==> src/rtl/forward_pass_ctrl.sv <==
`timescale 1ns/1ps
`default_nettype none

module forward_pass_ctrl (
    input  logic clk,
    input  logic rst,
    input  logic sample_req,
    input  logic conv0_done,
    input  logic conv1_done,
    output logic history_shift,
    output logic conv0_start,
    output logic cache_push,
    output logic conv1_start,
    output logic sample_ack
);

    // ------------------------------
    // state encoding
    // ------------------------------

    localparam logic [3:0] st_idle    = 4'd0;
    localparam logic [3:0] st_shift   = 4'd1;
    localparam logic [3:0] st_start0  = 4'd2;
    localparam logic [3:0] st_wait0   = 4'd3;
    localparam logic [3:0] st_push    = 4'd4;
    localparam logic [3:0] st_start1  = 4'd5;
    localparam logic [3:0] st_wait1   = 4'd6;
    localparam logic [3:0] st_ack     = 4'd7;
    localparam logic [3:0] st_release = 4'd8;

    logic [3:0] state;
    logic [3:0] state_next;

    always_ff @(posedge clk or posedge rst) begin
        if (rst) begin
            state <= st_idle;
        end else begin
            state <= state_next;
        end
    end

    // one pass per req, strictly in layer order
    always_comb begin
        state_next = state;
        case (state)
            st_idle: begin
                if (sample_req) begin
                    state_next = st_shift;
                end
            end
            st_shift:  state_next = st_start0;
            st_start0: state_next = st_wait0;
            st_wait0: begin
                if (conv0_done) begin
                    state_next = st_push;
                end
            end
            // conv0 result is stable here, cache takes it
            st_push:   state_next = st_start1;
            st_start1: state_next = st_wait1;
            st_wait1: begin
                if (conv1_done) begin
                    state_next = st_ack;
                end
            end
            // hold ack until the environment lets go of req
            st_ack: begin
                if (!sample_req) begin
                    state_next = st_release;
                end
            end
            // ack low for a cycle before a new req counts
            st_release: state_next = st_idle;
            default:    state_next = st_idle;
        endcase
    end

    // single-cycle strobes, each state lasts one clock
    assign history_shift = (state == st_shift);
    assign conv0_start = (state == st_start0);
    assign cache_push = (state == st_push);
    assign conv1_start = (state == st_start1);
    assign sample_ack = (state == st_ack);

endmodule

`default_nettype wire

==> config.mk <==
export PLATFORM = sky130hd
export DESIGN_NAME = forward_pass_ctrl
export DESIGN_NICKNAME = d
export VERILOG_FILES = /design/src/rtl/forward_pass_ctrl.sv
export SDC_FILE = /design/constraint.sdc
export NUM_CORES = 1
export LEC_CHECK = 0
export ABC_CLOCK_PERIOD_IN_PS = 1800
export BUFFER_PORTS_ARGS = -buffer_cell sky130_fd_sc_hd__buf_2
export CAP_MARGIN = 20
export CELL_PAD_IN_SITES_DETAIL_PLACEMENT = 0
export CELL_PAD_IN_SITES_GLOBAL_PLACEMENT = 1
export CORE_AREA = 3 3 40 42
export CTS_BUF_LIST = sky130_fd_sc_hd__clkbuf_8
export DETAILED_ROUTE_END_ITERATION = 6
export DIE_AREA = 0 0 43 45
export GPL_TIMING_DRIVEN = 0
export HOLD_SLACK_MARGIN = 0.06
export PLACE_DENSITY_LB_ADDON = 0.1
export SETUP_SLACK_MARGIN = 0.5
export SYNTH_ARGS = -nofsm -noshare
export SYNTH_HDL_FRONTEND = slang
export SYNTH_SLANG_ARGS = --single-unit
==> constraint.sdc <==
create_clock -name clk -period 1.8 [get_ports clk]
set_clock_uncertainty 0.2 [all_clocks]
set_input_delay 0.36 -clock clk [delete_from_list [all_inputs] [get_ports clk]]
set_output_delay 0.36 -clock clk [all_outputs]
set_load 0.01 [all_outputs]
==> results.toml <==
[synth]
yosys.area.top_type = "dfrtp_1"
synth_nets = 33
ys_ff_latch = 4
synth_top_area_share_pct = 39.22
synth_area_leaders = "dfrtp_1 (39%), nor3_1 (5.9%), nor2_1 (5.9%)"
ys_warn_count = 0
yosysUniqueCellTypes = 17
synth_area_um2 = 255.2
synth-seq-area-share_pct = 39.22
postSynthAreaPerCell_um2 = 9.116
syn_inst = 28

[timing]
slew_headroom_pct = 86.80
setup_viol = 0
tightest_slew_ps = 197.2
fin_tns_setup_ps = 0
slew_violations = 0
rsz0062_at_grt = "yes"
fin_crit_sh_pct = 93.17
final.min_clock_period_ps = 1677
fmax_ghz = 0.5963
hold_viol_final = 0

[routing]
wl_met3_um = 66
highest_layer = "met4"
m1WireLength_um = 319
ant_nets = 0
initialDrtViolationCount = 3
avgRoutedWirePerCell_um = 12.24
drc = 0
detail_route.first_pass.iterations = 3
drt-vias-per-instance = 4.647
wl_um = 832
via_count = 316
met2_length_um = 410

[place]
dp.cells = 52
dpl_cell_area_um2 = 375.4
gp_congestion = 0.6628
hpwl_um = 462.5
portBuffers = 9

[finish]
layout.nets = 59
regMostFlops = "state"
area_delta_synth_final_pct = 115.7
largest_reg_flops = 4
reg_top3 = "state: 4 flops"
final_area_um2 = 550.5
layoutNonFillerInstCount = 68
diodes = 0
drive_gt1_share_pct = 69.81

[setup_path]
crit_required_ps = 1240
crit_path_end = "conv0_start"
r2r_end = "state[0]"
r2r_start = "state[2]"
worst-r2r-cell-count = 5
regToRegSetupSlack_ps = 250
cp_max_fo = 5
cp-start-kind = "flip-flop"
worstSetupEndpointType = "output pin"
cp.arrival_ps = 1120
startpoint = "state[2]"
worstSetupPathType = "flip-flop to output pin"

[floorplanning]
start_util_pct = 19.86
die_h_um = 45
num_rows = 13
coreArea_um2 = 1285
io_pins = 10
fp.dieW_um = 43
dieArea_um2 = 1935

[pwr]
ir_worst_vdd_mv = 0.5709
power_density_nw_per_um2 = 1885
total_power_w = 0.001038
p_leak_nw = 0.2711

[grt]
grt_pass1_wl_um = 1269
grt_max_degree = 9
overflow = 0
grt_antenna_before_repair = 0
grtUsageTotal_pct = 9.933
grt_pass1_vias = 276

[worst_hold_path]
hold_path_class = "input port to flip-flop"

[job]
max-cap-violations = 0

[cts]
cts.path.max_buffers = 2
clk_latency_ps = 220
cts.sinks = 4
cts_buffers = 3
cts_root_buf = "clkbuf_8"
cts_tree = "built"
cts.clk_slew.worst_paths_ps = 30
htree_levels = 1

[run_status]
status = "completed"
[logic make-up (layout without fill, tap and decap cells)]
kind of cell	Yosys count	in the layout	synth area share, %
and+or+nand+nor	15	15	36.27
AOI/OAI and AO/OA	5	5	14.70
DFF	4	4	39.22
buffers and inverters	4	29	9.802
[layer usage]
metal | global-route usage, % | up-vias
li1 | - | 151
met1 | 10.19 | 147
met2 | 13.77 | 13
met3 | 5.179 | 5
met4 | 10.84 | 0
met5 | 0 | -
[cell usage after synthesis]
cell      n
o21ba_1   1
inv_1     1
dfrtp_1   4
nor4b_1   1
nor2_1    4
a211oi_1  1
and4bb_1  1
buf_6     1
o211a_1   1
buf_2     2
nor3_1    3
nand4b_1  1
nor4_2    1
nand2b_1  2
nand2_1   2
o21ai_1   1
a21oi_1   1
[report_power, final]
group	total (W)	internal, W	leakage, nW	switching (W)
registers	0.000153	0.000130	0.0472	0.0000232
clock network	0.000197	0.000146	0.0269	0.0000508
logic	0.000688	0.000392	0.197	0.000296
[cells in the final DEF, fill, tap and decap left out, types with 2 or more instances in the layout]
master / count
inv_1: 2
dfrtp_1: 3
buf_6: 5
nor2_1: 3
clkbuf_8: 3
nand2b_4: 2
buf_2: 9
buf_4: 9
[what timing repair did]
item | CTS | global route
hold buffers | 1 | 0
resized for setup | 4 | 4
pin swaps | 2 | 3
setup buffers | 5 | 6
endpoints found under the hold margin | 4 | 0
endpoints found under the setup margin | 7 | 7
[critical path: stages, from the launching register on]
cell and delay [ps]:
dfrtp_1 370, buf_6 140, nor4b_4 230, buf_2 160
[worst min path at each step]
stage,start,end,cells past startpoint
floorplan,rst,state[0],1
global placement,rst,state[2],2
detailed placement,rst,state[2],2
CTS,sample_req,state[3],2
global route,sample_req,state[3],2
finish,sample_req,state[3],2
[through the flow]
step | hold WS, ps | setup slack, ps | util [%]
2_1_floorplan | -73.99 | 408.1 | -
3_3_place_gp | 45.63 | 287.5 | 29.21
3_5_place_dp | 49.14 | 276.7 | 29.21
4_1_cts | 138.8 | 96.44 | 37.59
5_1_grt | 166.6 | 64.75 | 42.84
6_report | 141.1 | 123.0 | 42.84
[final cells by class]
class                      count  area, um^2
buffer                         3       33.78
fill                         124       734.5
timing repair buffer          21       145.1
multi-input combinational     20       202.7
clock inverter                 1       3.754
inverter                       1       3.754
tap                           15       18.77
sequential                     4       101.3
clock buffer                   3       41.29
No activity file was read; power rests on OpenSTA's default activity.
