## src/rtl/wavenet_pkg.sv

```systemverilog
`default_nettype none

package wavenet_pkg;

    // ------------------------------
    // datapath widths
    // ------------------------------

    // one audio sample, also every activation word
    localparam int sample_w = 16;
    // signed kernel weight
    localparam int weight_w = 4;
    // running sum, wide enough for 16 products per channel
    localparam int acc_w = 24;
    // rescale of the sum before saturation
    localparam int frac_shift = 2;

    // ------------------------------
    // network shape
    // ------------------------------

    localparam int num_ch = 4;
    localparam int num_taps = 4;
    // layer-1 taps sit this many passes apart
    localparam int cache_dilation = 4;
    // oldest tap is at age cache_dilation * (num_taps - 1)
    localparam int cache_depth = cache_dilation * (num_taps - 1) + 1;

    // ------------------------------
    // kernel weights
    // ------------------------------

    // one nibble per weight, weight 0 in the low bits
    // index = (out_ch * in_ch + in_ch_idx) * num_taps + tap, tap 0 newest

    // layer 0, one input channel, so 16 bits per output channel
    localparam logic [num_ch*num_taps*weight_w-1:0] conv0_weights = 64'h3a71_c52f_e463_9d1b;

    // layer 1, one 64-bit word per output channel, out ch 0 in the low word
    localparam logic [num_ch*num_ch*num_taps*weight_w-1:0] conv1_weights = {
        64'h1e2d_7c30_f541_a296,
        64'hb403_26e1_d57f_0c8a,
        64'h62f1_9a0e_37d4_c58b,
        64'h0d7a_e153_48bf_296c
    };

endpackage

`default_nettype wire
```

## src/rtl/sample_history.sv

```systemverilog
`timescale 1ns/1ps
`default_nettype none

module sample_history (
    input  logic                                               clk,
    input  logic                                               rst,
    input  logic                                               shift,
    input  logic signed [wavenet_pkg::sample_w-1:0]            sample_in,
    output logic [wavenet_pkg::num_taps*wavenet_pkg::sample_w-1:0] taps
);
    import wavenet_pkg::*;

    // hist[0] is the newest sample
    logic signed [sample_w-1:0] hist [num_taps];

    // shift chain, moves only on the strobe
    always_ff @(posedge clk or posedge rst) begin
        if (rst) begin
            for (int i = 0; i < num_taps; i++) begin
                hist[i] <= '0;
            end
        end else if (shift) begin
            hist[0] <= sample_in;
            // everything else ages by one
            for (int i = 1; i < num_taps; i++) begin
                hist[i] <= hist[i-1];
            end
        end
    end

    // flatten, tap 0 in the low bits
    always_comb begin
        for (int i = 0; i < num_taps; i++) begin
            taps[i*sample_w +: sample_w] = hist[i];
        end
    end

endmodule

`default_nettype wire

```

## config.mk

```make
export PLATFORM = sky130hd
export DESIGN_NAME = sample_history
export DESIGN_NICKNAME = d
export VERILOG_FILES = /design/src/rtl/wavenet_pkg.sv /design/src/rtl/sample_history.sv
export SDC_FILE = /design/constraint.sdc
export NUM_CORES = 1
export LEC_CHECK = 0
export ABC_AREA = 1
export BUFFER_PORTS_ARGS = -buffer_cell sky130_fd_sc_hd__buf_2
export CAP_MARGIN = 20
export CORE_UTILIZATION = 53
export CTS_CLUSTER_SIZE = 40
export DETAILED_ROUTE_END_ITERATION = 8
export PLACE_DENSITY = 0.84
export SETUP_SLACK_MARGIN = 0.05
export SLEW_MARGIN = 20
export SYNTH_ARGS = -nofsm -noshare
export SYNTH_HDL_FRONTEND = slang
export SYNTH_SLANG_ARGS = --single-unit
```

## constraint.sdc

```tcl
create_clock -name clk -period 6.1 [get_ports clk]
set_clock_uncertainty 0.15 [all_clocks]
set_input_delay 1.22 -clock clk [delete_from_list [all_inputs] [get_ports clk]]
set_output_delay 1.22 -clock clk [all_outputs]
set_load 0.03 [all_outputs]
```

==> flow_metrics.tcl, run 1 <==
set metrics [dict create \
    outcome "finished clean" \
    required_ps 6160 \
    synth_common_cells "192 x nand2_1, 64 x dfrtp_1, 6 x buf_2, 6 x clkbuf_8" \
    overflow 0 \
    drv_slew 0 \
    synth_cells 271 \
    drc 0 \
    largest_reg_flops 64 \
    ctsHtreeMaxLevel 3 \
    rows 24 \
    antenna_found_initial 0 \
    grt_pass1_vias 1683 \
    wl_met3_um 226 \
    postRouteAntennaNets 0 \
    hold_viol 0 \
    multiInputGateArea_um2 721 \
    reg2reg_from "taps[23]" \
    top_layer "met4" \
    fin_setup_tns_ps 0 \
    numPortBuffers 82 \
    post-route-util_pct 69.3 \
    fin_nets 372 \
    criticalPathCategory "input port to flip-flop" \
    die-area_mm2 0.00490 \
    die_y_um 70.0 \
    first_pass_iters 5 \
    cp.arrival_ps 2660 \
    power_density_mw_per_mm2 366 \
    synthMostInstantiatedCell "nand2_1" \
    cts-buffers-inserted 9 \
    cts_setup_buffers 0 \
    crit_fanout 65 \
    initial_core_util_pct 55.9 \
    core_area_mm2 0.00438 \
    root_buffer "clkbuf_8" \
    cts_tree "yes" \
    hold_buffers 0 \
    hold_slack_ps 318 \
    synth_area_leader_cell "dfrtp_1" \
    cts_buffer_depth 2 \
    p_total_mw 1.11 \
    final.period_utilization_pct 42.6 \
    grt_util_all_layers_pct 21.4 \
    async_flop_share_pct 100 \
    worstHoldStart "taps[51]" \
    yosys_warnings 0 \
    first_iter_violations 142 \
    syn_area_mm2 0.00245 \
    slew_headroom_pct 34.9 \
    layout_min_cycle_time_ps 2600 \
    hpwlAfterDp_um 3110 \
    wl_met2_um 2320 \
    place_congestion 0.753 \
    end_kind "flip-flop" \
    seqCellArea_mm2 0.00160 \
    worstSetupStartpoint "shift" \
    setup_viol 0 \
    clkLatencyLatePin_ps 320 \
    rsz0062_at_grt "no" \
    clock_sinks 64 \
    min_path_type "flip-flop to flip-flop" \
    routedWlPerCell_um 11.7 \
    vias 1937 \
    synth.area.top_cells "dfrtp_1 65%, nand2_1 29%, clkbuf_8 3.4%" \
    worst_pin_slew_ps 975 \
    yosysSeqAreaShare_pct 65.4 \
    diodes 0 \
    yosysTopAreaCellShare_pct 65.4 \
    n_fill_cell 373 \
    cap_violations 0 \
    routed_wl_um 4810 \
    fp.dieW_um 70.0 \
    clk_pin_slew_ps 60 \
    max_freq_ghz 0.385 \
    synth_fp_nets 290 \
    grt_max_degree 66 \
    avgSynthCellArea_um2 9.04 \
    cts_resized 0 \
    viasPerCell 4.72 \
    met1Wirelength_um 2200 \
    synth_edf_count 0 \
    ys_types 7 \
    cp-start-kind "input port" \
    synth_ff_type "dfrtp_1" \
    area_growth_syn_to_layout_pct 24.0 \
    synth_seq_cells 64 \
    grt_pass1_wl_um 8050 \
    ios 83 \
    p_leak_nw 1.84 \
    drive_above_1_share_pct 28.2 \
    peakVddDrop_uv 217 \
]
metal layers:
layer	GRT usage (%)	vias to the layer above
met5	0	-
met4	10.7	0
met3	4.91	8
li1	-	978
met1	29.1	891
met2	32.5	60
worst paths after layout:
check                           end  slack, ps  cells past startpoint
min in group asynchronous  taps[63]        960                      3
max reg2reg                taps[23]       5270                      2
max                        taps[28]       3500                      5
max in group asynchronous  taps[33]       4330                      3
min reg2reg                taps[51]        320                      2
min                        taps[51]        320                      2
worst max-delay path: stages:
cell and delay, ps:
buf_2 80, buf_4 490, inv_2 570, nand2_1 210
nand2_1 70
logic make-up (layout without fill, tap and decap cells):
logic type,Yosys count,count (layout),share of synthesized area [%]
and+or+nand+nor,192,192,29.4
DFF,64,64,65.4
buffers and inverters,15,102,5.21
metrics by stage:
step	instances	setup slack, ps	cell area [µm²]
detailed placement	394	3160	2820
global placement	394	3220	2820
floorplan	271	3130	2450
finish	410	3500	3040
CTS	410	3510	3040
global route	410	3330	3040
where the power goes:
group          total [mW]  switching [mW]  leakage, nW  internal [mW]
Combinational       0.225           0.166        0.926         0.0595
Clock               0.379           0.146        0.113          0.233
Sequential          0.509          0.0353        0.806          0.474
Total                1.11           0.347         1.84          0.766
cell usage in the layout, fill, tap and decap left out, drive strengths merged:
cell | Yosys | final
buf | 7 | 84
bufinv | 0 | 1
clkbuf | 6 | 14
clkinv | 0 | 1
dfrtp | 64 | 64
inv | 2 | 2
nand2 | 192 | 192
area by class of cell:
class / instances / area share (%)
Sequential cell: 64 / 52.7
Multi-Input combinational cell: 192 / 23.7
Timing Repair Buffer: 84 / 14.0
Clock buffer: 14 / 6.01
Tap cell: 52 / 2.14
Clock inverter: 2 / 1.15
Inverter: 2 / 0.247
(Power assumes the default switching activity.)
==> run 2, diff against run 1 <==
CORE_UTILIZATION = 44   (was 53)
PLACE_DENSITY = 0.74   (was 0.84)
clock period = 2.15 ns   (was 6.1 ns; I/O delays follow)
==> run 2 against run 1 <==
  * Largest cell class unchanged
  * Clock power grew to 2.7 times the previous value
  * Critical endpoint is now taps[2]
  * Setup slack lost 2900 ps
  * Via count shrank 4.0%
  * Sequential power grew to 2.8 times the previous value
  * Wire length shrank 1.7%
  * Largest power group unchanged
  * Non-clock buffer count grew 1
  * Combinational power grew to 2.9 times the previous value
  * Final cell count grew 4.4%
==> flow_metrics.tcl, run 2 (synthesis gave the netlist of run 1 again) <==
set metrics [dict create \
    cts-buffers-inserted 9 \
    path_buf_inv 1 \
    first_iter_violations 147 \
    place_congestion 0.764 \
    grt_pass1_wl_um 8180 \
    crit_chain "buf_2" \
    ios 83 \
    ctsHtreeMaxLevel 3 \
    final_common_cell "nand2_1" \
    setup_ws_ps 641 \
    overflow 0 \
    hold_viol 0 \
    max_freq_ghz 0.663 \
    root_buffer "clkbuf_8" \
    routed_wl_um 4730 \
    peakVddDrop_uv 498 \
    power_density_mw_per_mm2 1010 \
    hold_buffers 0 \
    end_kind "output pin" \
    p_leak_nw 1.85 \
    clk_pin_slew_ps 70 \
    cp.arrival_ps 930 \
    largest_reg_flops 64 \
    fin_setup_tns_ps 0 \
    grt_max_degree 65 \
    grt_pass1_vias 1796 \
    final_cell_mix "192 x nand2_1, 82 x buf_2, 64 x dfrtp_1" \
    area_growth_syn_to_layout_pct 25.9 \
    drv_slew 0 \
    fp.dieW_um 76.6 \
    hold_slack_ps 34.2 \
    cts_resized 0 \
    post-route-util_pct 58.9 \
    clkLatencyLatePin_ps 330 \
    place_inst 413 \
    layout_min_cycle_time_ps 1510 \
    cap_violations 0 \
    min_path_type "input port to asynchronous set/reset pin" \
    first_pass_iters 4 \
    cp-start-kind "flip-flop" \
    crit_fanout 3 \
    n_fill_cell 480 \
    required_ps 1570 \
    die-area_mm2 0.00587 \
    cts_setup_buffers 0 \
    slew_headroom_pct 58.8 \
    fin_nets 373 \
    antenna_found_initial 0 \
    max_stage_delay_ps 380 \
    core_area_mm2 0.00524 \
    routedWlPerCell_um 11.1 \
    final_cells 428 \
    outcome "finished clean" \
    initial_core_util_pct 46.8 \
    rsz0062_at_grt "no" \
    fin_area_mm2 0.00308 \
    criticalPathCategory "flip-flop to output pin" \
    final.period_utilization_pct 70.2 \
    cts_tree "yes" \
    numPortBuffers 82 \
    hpwlAfterDp_um 3110 \
    dpl_cell_area_mm2 0.00288 \
    clock_sinks 64 \
    cts_buffer_depth 2 \
    postRouteAntennaNets 0 \
    grt_util_all_layers_pct 18.1 \
    crit_family "flip-flops" \
    worst_pin_slew_ps 618 \
    dpl_worst_slack_ps 650 \
    rows 26 \
    viasPerCell 4.34 \
    drive_above_1_share_pct 28.5 \
    setup_viol 0 \
    vias 1859 \
    die_y_um 76.6 \
    critPathSlowestCell "dfrtp_1" \
    p_total_mw 3.13 \
    diodes 0 \
    drc 0 \
]
[run 2: layout make-up]
cell class	instances	area, µm²	area share [%]
Multi-Input combinational cell	192	721	23.4
Tap cell	70	87.6	2.84
Clock buffer	12	165	5.35
Timing Repair Buffer	85	458	14.8
Sequential cell	64	1600	51.9
Inverter	2	11.3	0.365
Clock inverter	3	40.0	1.30
[run 2: path summary, 6_finish.rpt]
| path | start | endpoint | slack [ps] | cells after the start |
|---|---|---|---|---|
| max | taps[2] | taps[2] | 640 | 1 |
| min | rst | taps[10] | 30 | 3 |
| max reg2reg | taps[14] | taps[14] | 1340 | 2 |
| min reg2reg | taps[50] | taps[50] | 310 | 2 |
| max in group asynchronous | rst | taps[1] | 1550 | 3 |
| min in group clk | sample_in[4] | taps[4] | 150 | 3 |
[run 2: layer usage]
layer  routed length, µm  up-vias  global-route usage (%)
met5                   0        -                       0
li1                    -      980                       -
met3                 248        8                    4.19
met1                2240      817                    22.2
met2                2140       54                    29.2
met4                 100        0                    11.0
[run 2: power by group]
group          internal [mW]  switching [mW]
Clock                  0.620           0.424
Combinational          0.175           0.469
Sequential              1.34          0.0966
Total                   2.14           0.990
