--- config.mk ---
export PLATFORM = sky130hd
export DESIGN_NAME = activation_cache
export DESIGN_NICKNAME = d
export VERILOG_FILES = /design/src/rtl/wavenet_pkg.sv /design/src/rtl/activation_cache.sv
export SDC_FILE = /design/constraint.sdc
export NUM_CORES = 1
export LEC_CHECK = 0
export BUFFER_PORTS_ARGS = -buffer_cell sky130_fd_sc_hd__buf_2
export CORE_MARGIN = 4
export CORE_UTILIZATION = 44
export CTS_BUF_LIST = sky130_fd_sc_hd__clkbuf_8
export CTS_CLUSTER_DIAMETER = 50
export DETAILED_ROUTE_END_ITERATION = 12
export GPL_TIMING_DRIVEN = 0
export PLACE_DENSITY_LB_ADDON = 0.12
export SYNTH_ARGS = -nofsm -noshare
export SYNTH_HDL_FRONTEND = slang
export SYNTH_SLANG_ARGS = --single-unit
--- constraint.sdc ---
create_clock -name clk -period 46.9 [get_ports clk]
set_input_delay 4.69 -clock clk [delete_from_list [all_inputs] [get_ports clk]]
set_output_delay 4.69 -clock clk [all_outputs]
set_load 0.1 [all_outputs]
--- src/rtl/wavenet_pkg.sv ---
`default_nettype none

package wavenet_pkg;

    // ------------------------------
    // datapath widths
    // ------------------------------

    // one audio sample, also every activation word
    localparam int sample_w = 16;
    // signed kernel weight
    localparam int weight_w = 4;
    // running sum, wide enough for 16 products per channel
    localparam int acc_w = 24;
    // rescale of the sum before saturation
    localparam int frac_shift = 2;

    // ------------------------------
    // network shape
    // ------------------------------

    localparam int num_ch = 4;
    localparam int num_taps = 4;
    // layer-1 taps sit this many passes apart
    localparam int cache_dilation = 4;
    // oldest tap is at age cache_dilation * (num_taps - 1)
    localparam int cache_depth = cache_dilation * (num_taps - 1) + 1;

    // ------------------------------
    // kernel weights
    // ------------------------------

    // one nibble per weight, weight 0 in the low bits
    // index = (out_ch * in_ch + in_ch_idx) * num_taps + tap, tap 0 newest

    // layer 0, one input channel, so 16 bits per output channel
    localparam logic [num_ch*num_taps*weight_w-1:0] conv0_weights = 64'h3a71_c52f_e463_9d1b;

    // layer 1, one 64-bit word per output channel, out ch 0 in the low word
    localparam logic [num_ch*num_ch*num_taps*weight_w-1:0] conv1_weights = {
        64'h1e2d_7c30_f541_a296,
        64'hb403_26e1_d57f_0c8a,
        64'h62f1_9a0e_37d4_c58b,
        64'h0d7a_e153_48bf_296c
    };

endpackage

`default_nettype wire
--- src/rtl/activation_cache.sv ---
`timescale 1ns/1ps
`default_nettype none

module activation_cache (
    input  logic                                                clk,
    input  logic                                                rst,
    input  logic                                                push,
    input  logic [wavenet_pkg::num_ch*wavenet_pkg::sample_w-1:0] act_in,
    output logic [wavenet_pkg::num_taps*wavenet_pkg::num_ch*wavenet_pkg::sample_w-1:0] taps
);
    import wavenet_pkg::*;

    // ------------------------------
    // history of layer-0 vectors
    // ------------------------------

    // entry i holds the vector pushed i passes ago
    logic [num_ch*sample_w-1:0] entries [cache_depth];

    always_ff @(posedge clk or posedge rst) begin
        if (rst) begin
            // cold start, all ages read as zero
            for (int i = 0; i < cache_depth; i++) begin
                entries[i] <= '0;
            end
        end else if (push) begin
            entries[0] <= act_in;
            for (int i = 1; i < cache_depth; i++) begin
                entries[i] <= entries[i-1];
            end
        end
    end

    // ------------------------------
    // dilated taps
    // ------------------------------

    // tap t reads age t * cache_dilation, so 0, 4, 8, 12
    // oldest tap lands on the last entry
    always_comb begin
        for (int t = 0; t < num_taps; t++) begin
            taps[t*num_ch*sample_w +: num_ch*sample_w] = entries[t*cache_dilation];
        end
    end

endmodule

`default_nettype wire

==> run summary, run 1 <==
The run finished with clean final reports. The all-layer global routing usage came out at 0.165. The largest individual stage delay along the critical path comes from the cell sky130_fd_sc_hd__dfrtp_1. The global-route congestion overflow total came out at 0. The library cells used most frequently in the layout, excluding fill and tap cells, are sky130_fd_sc_hd__dfrtp_1 (832), sky130_fd_sc_hd__mux2_4 (480), sky130_fd_sc_hd__buf_2 (360). The tools report the CTS sink count as 832. The critical-path maximum fanout came out at 3.

For the via count of the first global-routing pass, the log shows 18400. For the arrival time of data at the critical path endpoint, the log shows 1.82 ns. The logs give 4 for the H-tree depth and 107000 um for the first-pass GRT wire length. The number of gates given a new drive strength after cts was 0; the clock period minus final worst setup slack was 6.51 ns. At the worst endpoint, the required time is 42.21 ns. The quantity of hold-fixing buffers added after cts is 0, and the final weighted congestion of routability-driven global placement is 0.791. The count of cells in the finished layout, fillers not included, comes to 3635. The synthesized design contains 832 register bits. The number of top-level design ports is 323, and the count of routing violations after the opening detailed-route iteration is 460. The post-synthesis sequential area ratio is 0.599. The endpoint type of the worst setup path is an output port. The mapped netlist covers 34700 um^2. The tools report the initial antenna violation count as 4. Counting along the longest clock path gives a buffer depth of 3. For this run, the slowest stage of the critical path takes 0.50 ns. The share of layout cells above drive strength 1 works out to 0.662. For the setup TNS after final layout, the log shows 0 ns. Setup violations remaining at the end of the flow were counted as 0. Setup slack closes at 40.39 ns. Grouping stages by cell kind, the critical path spends the most delay in buffers and inverters.

In the synthesized netlist, the number of instances is 2014. The floorplan step set the die width to 289 um. TritonCTS built the clock tree. Setup repair after global routing left no endpoint under its margin. The worst-case IR drop observed on VDD is 0.0477 mV. TritonCTS created 148 clock buffers. In the routed layout, each cell is associated on average with a via count of 4.58. The tightest min-delay check is of the flop to flop type.

The logs give 20.1 nW for the leakage power figure and 0 for the total count of max-transition violations in the final report. Based on the critical path, the design can be clocked at up to 0.154 GHz. The tools report the die area as 83500 um^2.

The post-CTS clock slew at the launch and capture registers of the worst setup and hold paths is 0.06 ns. The sequential cells in the finished layout cover a total of 20800 um^2. For the length of the first detailed-routing pass in iterations, the log shows 4.

Class of the most critical setup path: flop to output port. The buffers plus inverters on the worst setup path was 2. The chip height works out to 289 um. The remaining routing DRC violations is 0.

On the final layout, the worst clock skew is 0.0157 ns. The tools report the number of nets in the layout as 2558. Once the clock tree was built, the setup fixing pass inserted 0 buffers.

The completed layout was analyzed and its total power is 0.00293 W. Summed over all instances, the cell type with the most area after synthesis is sky130_fd_sc_hd__dfrtp_1. The count of buffers added on input and output ports is 321. The HPWL after detailed placement was 48000 um; the number of max-capacitance violations reported was 0. Including well taps, the total number of placed cells is 3381. The clock tree root driver cell was sky130_fd_sc_hd__clkbuf_8.

The detail route stage leaves a number of antenna-violating nets equal to 0. In the post-synthesis netlist, the biggest area contributors are sky130_fd_sc_hd__dfrtp_1 (60%), sky130_fd_sc_hd__mux2_4 (21%), sky130_fd_sc_hd__mux2_2 (11%), sky130_fd_sc_hd__buf_4 (5.5%), sky130_fd_sc_hd__buf_6 (1.6%). The share of the core filled with cells is 0.523, and the number of core rows is 102. The area of the core region is 77800 um^2. The area overhead of the layout relative to synthesis came out at 17.2%.

The total wirelength of the detailed-routed design was 67800 um. The critical path goes through buf_4 -> buf_2. In the final routed layout, each cell accounts on average for 18.7 um.

The normalized max-slew margin is 0.514. The source-to-sink clock delay at the later pin of the worst-skew pair was 0.76 ns; the pre-CTS setup slack was 40.43 ns. The starting utilization of the core area is 0.446.

The top-area cell type share of the netlist area works out to 0.599. At the pin with the least slew margin, the transition time is 0.729 ns. Yosys printed 0 warnings. The logs give 2081 for the number of nets in the synthesized netlist and 6566 for the layout filler cell count. The multi-input combinational cells in the finished layout cover a total of 11200 um^2. The post-synthesis average cell area works out to 17.2 um^2. Critical path startpoint category: a flop. The routed layout has 16700 vias. The library cell used most frequently in the layout, excluding fill and tap cells, is sky130_fd_sc_hd__dfrtp_1. Power spread over the standard cell area amounts to 71.9 nW/um^2. The unique cell type count in the Yosys netlist is 8, and the part of the cycle the worst path needs is 0.139. The logs give 135 for the pin count of the biggest net entering global routing and 0 for the hold violation total from the final report.
==> report_power, final <==
part	internal [W]	leakage, nW	switching, W
Clock	0.000359	1.66	0.000288
Combinational	0.000410	8.51	0.000732
Sequential	0.000975	9.90	0.000165
==> final cells by class <==
type / count / area share
Antenna cell: 1 / 0.0000615
Buffer: 349 / 0.0673
Clock buffer: 185 / 0.0625
Clock inverter: 68 / 0.00842
Inverter: 1 / 0.000277
Multi-Input combinational cell: 832 / 0.274
Sequential cell: 832 / 0.511
Tap cell: 1040 / 0.0320
Timing Repair Buffer: 327 / 0.0435
==> worst paths after layout <==
check                      slack, ns  depth (start not counted)            to    startpoint
max                            40.39                          2      taps[46]      taps[46]
min                             0.49                          1  entries[329]  entries[393]
max reg2reg                    46.01                          1      taps[46]      taps[46]
min reg2reg                     0.49                          1  entries[329]  entries[393]
max in group asynchronous      41.26                          4  entries[638]           rst
min in group asynchronous       3.98                          2     taps[230]           rst
==> synth_stat cells (all sizes together) <==
cell type,count
dfrtp,832
mux2,832
buf,349
inv,1
==> per-stage QoR <==
step           hold slack [ns]  area [um^2]
2_1_floorplan            0.475        34700
3_3_place_gp             0.483        37600
3_5_place_dp             0.487        37800
4_1_cts                  0.485        40700
5_1_grt                  0.507        40700
6_report                 0.485        40700
==> state kept, by name, indices dropped and copies added, names as in the netlist <==
name	flops
entries	576
taps	256
==> logic make-up after synthesis <==
group                  count (synthesis)  share of synthesized area
multiplexers                         832                      0.322
flip-flops                           832                      0.599
buffers and inverters                350                     0.0790
==> routing by layer <==
layer | up-vias | GRT usage | wire, um
li1 | 7731 | - | -
met1 | 8422 | 0.225 | 30900
met2 | 364 | 0.256 | 31400
met3 | 142 | 0.0430 | 3550
met4 | 0 | 0.0622 | 1980
met5 | - | 0 | 0
Power figures use the tool's default switching activity.
==> run 2, diff against run 1 <==
- clock period: 46.9 -> 6.2 ns (I/O delays scaled with it)
==> run summary, run 2 (same netlist as run 1, synthesis figures left out) <==
The run finished with clean final reports. Setup repair after global routing left no endpoint under its margin. The detail-routed via count per cell works out to 4.56 (was 4.58). The class of the most critical setup path is input port to asynchronous set/reset pin (was flop to output port). The number of top-level design ports was 323 (unchanged); the clock period minus final worst setup slack was 2.48 ns. Startpoint of the worst register-to-register path: taps[46] (unchanged). The run gives 0.446 (unchanged) as the starting utilization of the core area. The buffers plus inverters on the worst setup path was 9 (was 2). The run gives 18500 (was 18400) as the via count of the first global-routing pass.

The ratio of total power to cell area is 536 nW/um^2 (was 71.9 nW/um^2), and the pin count of the biggest net entering global routing is 44 (was 135). Setup slack of the critical path after layout: 3.72 ns (was 40.39 ns). The highest cell delay on the worst timing path is 0.53 ns (was 0.50 ns). The overall power consumption is 0.0222 W (was 0.00293 W), and the maximum clock frequency is 0.403 GHz. The number of nets in the layout came out at 2612 (was 2558).

TritonCTS built the clock tree. The routed wire length per instance is 18.4 um (was 18.7 um), and the count of buffers from port buffering is 321 (unchanged). The tools report the clock tree root driver cell as sky130_fd_sc_hd__clkbuf_8 (unchanged). The class of the worst hold path was input port to flop (was flop to flop). The part of the cycle the worst path needs was 0.400. The critical path startpoint category was an input port (was a flop).

For the arrival time of data at the critical path endpoint, the log shows 3.44 ns (was 1.82 ns). Timing startpoint of the critical path: rst (was taps[46]). The area of the core region came out at 77800 um^2 (unchanged). The endpoint type of the worst setup path is an asynchronous set/reset pin (was an output port). The cell depth of the worst flop-to-flop path was 1 (unchanged). The tools report the worst hold slack as 0.0852 ns (was 0.485 ns). The hold path startpoint was act_in[12] (was entries[393]). The run gives 0.167 (was 0.165) as the all-layer global routing usage. The critical-path maximum fanout came out at 41 (was 3). For the total wirelength of the detailed-routed design, the log shows 68000 um (was 67800 um). The number of gates on the worst path with buffers counted works out to 9 (was 2).

The first-pass GRT wire length was 108000 um (was 107000 um); the number of vias in the routed layout was 16800 (was 16700). The tools report the share of the core filled with cells as 0.532 (was 0.523). CTS sink count: 832 (unchanged). Chip height: 289 um (unchanged). The run gives 496 (was 460) as the count of routing violations after the opening detailed-route iteration. Transition time of the tightest slew-check pin: 0.629 ns (was 0.729 ns). The total count of max-transition violations in the final report is 0 (unchanged). Most frequent cells in the layout: sky130_fd_sc_hd__dfrtp_1 (832), sky130_fd_sc_hd__mux2_4 (480), sky130_fd_sc_hd__buf_2 (360) (unchanged). The number of flip-flops under the largest register name works out to 576 (unchanged).

The initial antenna violation count was 2 (was 4); the area overhead of the layout relative to synthesis was 19.1% (was 17.2%). The post-CTS clock slew at the launch and capture registers of the worst setup and hold paths works out to 0.06 ns (about the same). The global-route congestion overflow total is 0 (unchanged). The final weighted congestion of routability-driven global placement was 0.776 (was 0.791); the buffer depth of the longest clock path was 3 (unchanged).

Most common cell after layout, fill and taps aside: sky130_fd_sc_hd__dfrtp_1 (unchanged). The number of gates given a new drive strength after cts was 0 (unchanged); the H-tree depth was 4 (unchanged). The category of cells accounting for the largest share of critical-path delay is buffers and inverters (unchanged). Cell with the biggest individual delay on the critical path: sky130_fd_sc_hd__dlygate4sd3_1 (was sky130_fd_sc_hd__dfrtp_1).

The run gives 49100 um (was 48000 um) as the HPWL after detailed placement. The die width works out to 289 um (unchanged). The share of layout cells above drive strength 1 is 0.653 (was 0.662), and the hold violation total from the final report is 0 (unchanged).

The tools report the setup TNS after final layout as 0 ns (unchanged). Cells traversed along the worst timing path: dlygate4sd3_1 -> buf_2 -> clkinvlp_4 -> buf_12 -> buf_12 -> buf_12 -> buf_12 -> buf_12 -> buf_12 (was buf_4 -> buf_2). The depth of the worst hold-timing path was 2 (was 1).

For the pre-CTS setup slack, the log shows 3.38 ns (was 40.43 ns). The number of max-capacitance violations reported was 0 (unchanged); the worst ir drop on vdd was 0.332 mV (was 0.0477 mV). The tools report the length of the first detailed-routing pass in iterations as 4 (unchanged). The number of CTS-inserted buffers came out at 148 (unchanged). The die area was 83500 um^2 (unchanged); the count of endpoints failing setup in the final report was 0 (unchanged). Most used cell along the critical path: sky130_fd_sc_hd__buf_12. The largest register by flop count is entries (unchanged). The logs give 7.15 ns (was 42.21 ns) for the data required time at the worst endpoint and 0 (unchanged) for the setup fix buffers added after clock tree synthesis.

The logs give 0.580 (was 0.514) for the normalized max-slew margin and 0 (unchanged) for the number of nets with antenna violations after routing. Leakage power figure: 20.4 nW (was 20.1 nW). Source-to-sink clock delay at the later pin of the worst-skew pair: 0.78 ns (was 0.76 ns). The number of core rows is 102 (unchanged). The run gives 0 (unchanged) as the remaining routing DRC violations.

Post-route clock skew: 0.0434 ns (was 0.0157 ns).
run 2: changes by cell type in the layout (fill, tap and decap cells not counted), moves of 3 or more:
cell / delta
sky130_fd_sc_hd__buf_12: +21
sky130_fd_sc_hd__buf_16: -5
sky130_fd_sc_hd__clkbuf_8: -4
sky130_fd_sc_hd__clkinv_2: -5
sky130_fd_sc_hd__dlygate4sd3_1: +38
sky130_fd_sc_hd__inv_1: +4
sky130_fd_sc_hd__inv_12: +4
sky130_fd_sc_hd__inv_6: -3
sky130_fd_sc_hd__inv_8: +3
run 2: power by group:
group | total, W | switching [W] | internal, W
Combinational | 0.00866 | 0.00553 | 0.00313
Clock | 0.00490 | 0.00224 | 0.00266
Sequential | 0.00862 | 0.00125 | 0.00737
run 2: final timing paths:
| kind | endpoint | slack, ns |
|---|---|---|
| worst max-delay path | taps[4] | 3.72 |
| worst min-delay path | taps[12] | 0.09 |
| worst max register to register | entries[750] | 5.29 |
| worst min register to register | entries[356] | 0.48 |
| max in group clk | taps[46] | 3.75 |
| min in group asynchronous | entries[228] | 0.48 |
run 2: through the flow:
stage	instances	cell area, um^2
6_report	3691	41400
5_1_grt	3690	41400
4_1_cts	3689	41400
3_5_place_dp	3397	38100
3_3_place_gp	3375	37600
2_1_floorplan	2014	34700
run 2: cell type report:
| type | instances | area (um^2) |
|---|---|---|
| tap | 1040 | 1300 |
| sequential | 832 | 20800 |
| clock buffer | 181 | 2490 |
| antenna | 2 | 5.00 |
| fill | 6471 | 36500 |
| inverter | 1 | 7.51 |
| clock inverter | 73 | 410 |
| buffer | 349 | 2740 |
| multi-input combinational | 832 | 11200 |
| timing repair buffer | 381 | 2430 |
run 2: routing by layer:
metal	GRT usage	routed length (um)	vias to the layer above
met2	0.259	31600	323
met1	0.229	31400	8520
met3	0.0438	3140	124
met4	0.0594	1770	0
met5	0	0	-
li1	-	-	7854
run 2: what timing repair did:
| item | CTS | global route |
|---|---|---|
| hold buffers | 38 | 0 |
| hold endpoints to repair | 62 | 0 |
| endpoints found under the setup margin | 0 | 0 |
==> run 3, diff against run 2 <==
- ABC_AREA: not set -> 1
- clock period: 6.2 -> 2.3 ns (I/O delays scaled with it)
==> run summary, run 3 <==
For the number of nets in the layout, the log shows 4393 (was 2612). The run gives 24100 (was 18500) as the via count of the first global-routing pass. The detail-routed via count per cell is 4.24 (was 4.56). Number of core rows: 100 (was 102). The number of CTS-inserted buffers came out at 144 (was 148). The most common cell after layout, fill and taps aside was sky130_fd_sc_hd__nand2_1 (was sky130_fd_sc_hd__dfrtp_1).

The area of the core region was 74800 um^2 (was 77800 um^2); the post-synth design cell area was 33400 um^2 (was 34700 um^2). Worst-case hold path end point: entries[471] (was taps[12]). The top-area cell type share of the netlist area works out to 0.623 (was 0.599). Area contributors post-synth: sky130_fd_sc_hd__dfrtp_1 (62%), sky130_fd_sc_hd__nand2_1 (28%), sky130_fd_sc_hd__buf_4 (5.9%), sky130_fd_sc_hd__buf_6 (1.9%), sky130_fd_sc_hd__buf_2 (1.8%) (was sky130_fd_sc_hd__dfrtp_1 (60%), sky130_fd_sc_hd__mux2_4 (21%), sky130_fd_sc_hd__mux2_2 (11%), sky130_fd_sc_hd__buf_4 (5.5%), sky130_fd_sc_hd__buf_6 (1.6%)). The routed wire length per instance is 13.8 um (was 18.4 um).

The dominant combinational cell family by area after synthesis is simple AND/OR/NAND/NOR gates (was multiplexers). The critical-path maximum fanout works out to 3 (was 41). The count of buffers from port buffering was 321 (unchanged).

The chip height is 284 um (was 289 um), and the initial antenna violation count is 2 (unchanged). The compound-cell area share of the yosys netlist was 0 (unchanged). The starting utilization of the core area was 0.446 (about the same). The pin count of the biggest net entering global routing was 43 (was 44); the number of cells in the finished layout apart from fillers was 5408 (was 3691).

For the worst ir drop on vdd, the log shows 0.480 mV (was 0.332 mV). The depth of the worst hold-timing path is 5 (was 2), and the number of flops mapped to enable cells by yosys is 0 (unchanged). The multiplexer area fraction after synthesis was 0 (was 0.322). The leakage power figure was 23.7 nW (was 20.4 nW); the flip-flop and latch count after synthesis was 832 (unchanged). Number of flip-flops under the largest register name: 576 (unchanged).

The endpoint type of the worst setup path is an output port (was an asynchronous set/reset pin). The class of the worst hold path was input port to flop (unchanged). TritonCTS built the clock tree.

The H-tree depth is 4 (unchanged). The length of the first detailed-routing pass in iterations was 5 (was 4). The area overhead of the layout relative to synthesis is 20.4% (was 19.1%), and the count of mapped cells out of synthesis is 3771 (was 2014). The arrival time of data at the critical path endpoint came out at 1.77 ns (was 3.44 ns).

The tools report the final weighted congestion of routability-driven global placement as 0.769 (was 0.776). The cell depth of the worst flop-to-flop path came out at 2 (was 1). Largest register by flop count: entries (unchanged). The category of cells accounting for the largest share of critical-path delay is buffers and inverters (unchanged). The tools report the count of placed standard cells including taps as 5084 (was 3397). Cells traversed along the worst timing path: buf_4 -> buf_2 (was dlygate4sd3_1 -> buf_2 -> clkinvlp_4 -> buf_12 -> buf_12 -> buf_12 -> buf_12 -> buf_12 -> buf_12).

The fraction of the mapped netlist area in adder cells was 0 (unchanged); the die width was 284 um (was 289 um). The xor/xnor cell area share of the yosys netlist is 0 (unchanged), and the pre-CTS setup slack is 0.0500 ns (was 3.38 ns). The critical path startpoint category was a flop (was an input port).

The transition time of the tightest slew-check pin came out at 0.810 ns (was 0.629 ns). The total count of max-transition violations in the final report is 0 (unchanged). The run gives 0 (unchanged) as the total number of yosys warnings. The post-route clock skew is 0.0231 ns (was 0.0434 ns).

The tools report the HPWL after detailed placement as 54600 um (was 49100 um). The share of flip-flops with an asynchronous set or reset was 1.00 (unchanged); the maximum clock frequency was 0.499 GHz. The tools report the buffer depth of the longest clock path as 3 (unchanged). The capture instance of the worst register-to-register path is taps[170] (was entries[750]). The unique cell type count in the Yosys netlist is 8 (unchanged). The first-pass GRT wire length is 125000 um (was 108000 um), and the setup slack of the critical path after layout is 0.297 ns (was 3.72 ns). The run gives 0 (unchanged) as the setup fix buffers added after clock tree synthesis. The clock period could shrink to 2.00 ns. The worst hold slack was 0.146 ns (was 0.0852 ns). Most frequent cells in the layout: sky130_fd_sc_hd__nand2_1 (2496), sky130_fd_sc_hd__dfrtp_1 (832), sky130_fd_sc_hd__buf_2 (442) (was sky130_fd_sc_hd__dfrtp_1 (832), sky130_fd_sc_hd__mux2_4 (480), sky130_fd_sc_hd__buf_2 (360)). The area share of and/or/nand/nor cells after synthesis is 0.281 (was 0), and the post-synthesis average cell area is 8.86 um^2 (was 17.2 um^2). The highest cell delay on the worst timing path works out to 0.47 ns (was 0.53 ns). The run finished with clean final reports. For the source-to-sink clock delay at the later pin of the worst-skew pair, the log shows 0.75 ns (was 0.78 ns). The count of endpoints failing setup in the final report was 0 (unchanged); the number of nets in the synthesized netlist was 3838 (was 2081). Number of vias in the routed layout: 22900 (was 16800). The clock tree root driver cell was sky130_fd_sc_hd__clkbuf_8 (unchanged). The remaining routing DRC violations came out at 0 (unchanged).

Number of nets with antenna violations after routing: 0 (unchanged). The share of layout cells above drive strength 1 works out to 0.221 (was 0.653). The most instantiated flip-flop cell in the synthesis netlist is sky130_fd_sc_hd__dfrtp_1 (unchanged).

The logs give 1.58 ns (was 5.29 ns) for the reg-to-reg setup timing slack and 7250 (was 6471) for the layout filler cell count. The cell type contributing the most total cell area after synthesis was sky130_fd_sc_hd__dfrtp_1 (unchanged). The class of the most critical setup path was flop to output port (was input port to asynchronous set/reset pin).

The tools report the startpoint of the worst register-to-register path as taps[170] (was taps[46]). The run gives 0.538 (was 0.532) as the share of the core filled with cells. The tools report the hold violation total from the final report as 0 (unchanged). The most common cell in the netlist is sky130_fd_sc_hd__nand2_1 (was sky130_fd_sc_hd__dfrtp_1). Number of max-capacitance violations reported: 0 (unchanged).

Most frequent cells after synthesis: sky130_fd_sc_hd__nand2_1 (2496), sky130_fd_sc_hd__dfrtp_1 (832), sky130_fd_sc_hd__buf_4 (261) (was sky130_fd_sc_hd__dfrtp_1 (832), sky130_fd_sc_hd__mux2_4 (480), sky130_fd_sc_hd__mux2_2 (352)). The tools report the total placed instance area as 36700 um^2 (was 38100 um^2). Hold path startpoint: push (was act_in[12]).

The count of routing violations after the opening detailed-route iteration was 1041 (was 496); the post-CTS clock slew at the launch and capture registers of the worst setup and hold paths was 0.06 ns (about the same). The number of top-level design ports is 323 (unchanged), and the part of the cycle the worst path needs is 0.871. The area of all placed cells without fillers was 40200 um^2 (was 41400 um^2); the global-route congestion overflow total was 0 (unchanged). For the CTS sink count, the log shows 832 (unchanged).

The total wirelength of the detailed-routed design was 74500 um (was 68000 um); the data required time at the worst endpoint was 2.07 ns (was 7.15 ns). Ratio of total power to cell area: 1010 nW/um^2 (was 536 nW/um^2). The all-layer global routing usage is 0.190 (was 0.167). The buffers plus inverters on the worst setup path is 2 (was 9).

The normalized max-slew margin is 0.459 (was 0.580). The post-synthesis sequential area ratio is 0.623 (was 0.599). Setup repair after global routing left no endpoint under its margin. The number of gates on the worst path with buffers counted was 2 (was 9); the die area was 80400 um^2 (was 83500 um^2). The cell with the biggest individual delay on the critical path is sky130_fd_sc_hd__dfrtp_1 (was sky130_fd_sc_hd__dlygate4sd3_1).
[run 3: through the flow]
stage / total power [W] / setup TNS [ns]
floorplan: 0.0261 / -7786.13
global placement: 0.0278 / -
detailed placement: 0.0279 / 0
CTS: 0.0414 / 0
global route: 0.0430 / 0
finish: 0.0408 / 0
[run 3: logic make-up after synthesis]
| logic type | Yosys count |
|---|---|
| AND/OR/NAND/NOR | 2496 |
| flip-flops | 832 |
| buffers and inverters | 443 |
[run 3: repair_timing]
action	CTS	global route
gates resized for setup	0	0
endpoints found under the hold margin	93	0
hold buffers	65	0
[run 3: per-layer routing]
layer	global-route usage	wire (um)
met1	0.251	34500
met2	0.316	35300
met3	0.0373	2760
met4	0.0652	2020
met5	0	0
[run 3: where the power goes]
group	internal, W	switching (W)
sequential	0.0168	0.00135
combinational	0.00241	0.00712
clock	0.00725	0.00592
[run 3: how the worst max path moves through the flow]
stage / start / to / slack, ns
3_5_place_dp: rst / taps[243] / 0.05
3_3_place_gp: rst / taps[191] / -14.27
2_1_floorplan: rst / entries[100] / -9.36
6_report: taps[170] / taps[170] / 0.30
4_1_cts: taps[170] / taps[170] / 0.22
5_1_grt: rst / taps[226] / 0.14
[run 3: layout make-up]
| class | count | area (um^2) | area share |
|---|---|---|---|
| flip-flops and latches | 832 | 20800 | 0.518 |
| multi-input cells | 2496 | 9370 | 0.233 |
| plain buffers | 441 | 3200 | 0.0795 |
| repair buffers | 409 | 2730 | 0.0678 |
| clock buffers | 183 | 2520 | 0.0626 |
| well taps | 969 | 1210 | 0.0301 |
| clock inverters | 74 | 362 | 0.00899 |
| inverters | 2 | 11.3 | 0.000280 |
| diodes | 2 | 5.00 | 0.000124 |
[run 3: worst reg2reg max path, stage by stage, from the launching register on]
cell,delay (ns)
sky130_fd_sc_hd__dfrtp_1,0.46
sky130_fd_sc_hd__nand2_1,0.10
sky130_fd_sc_hd__nand2_1,0.05
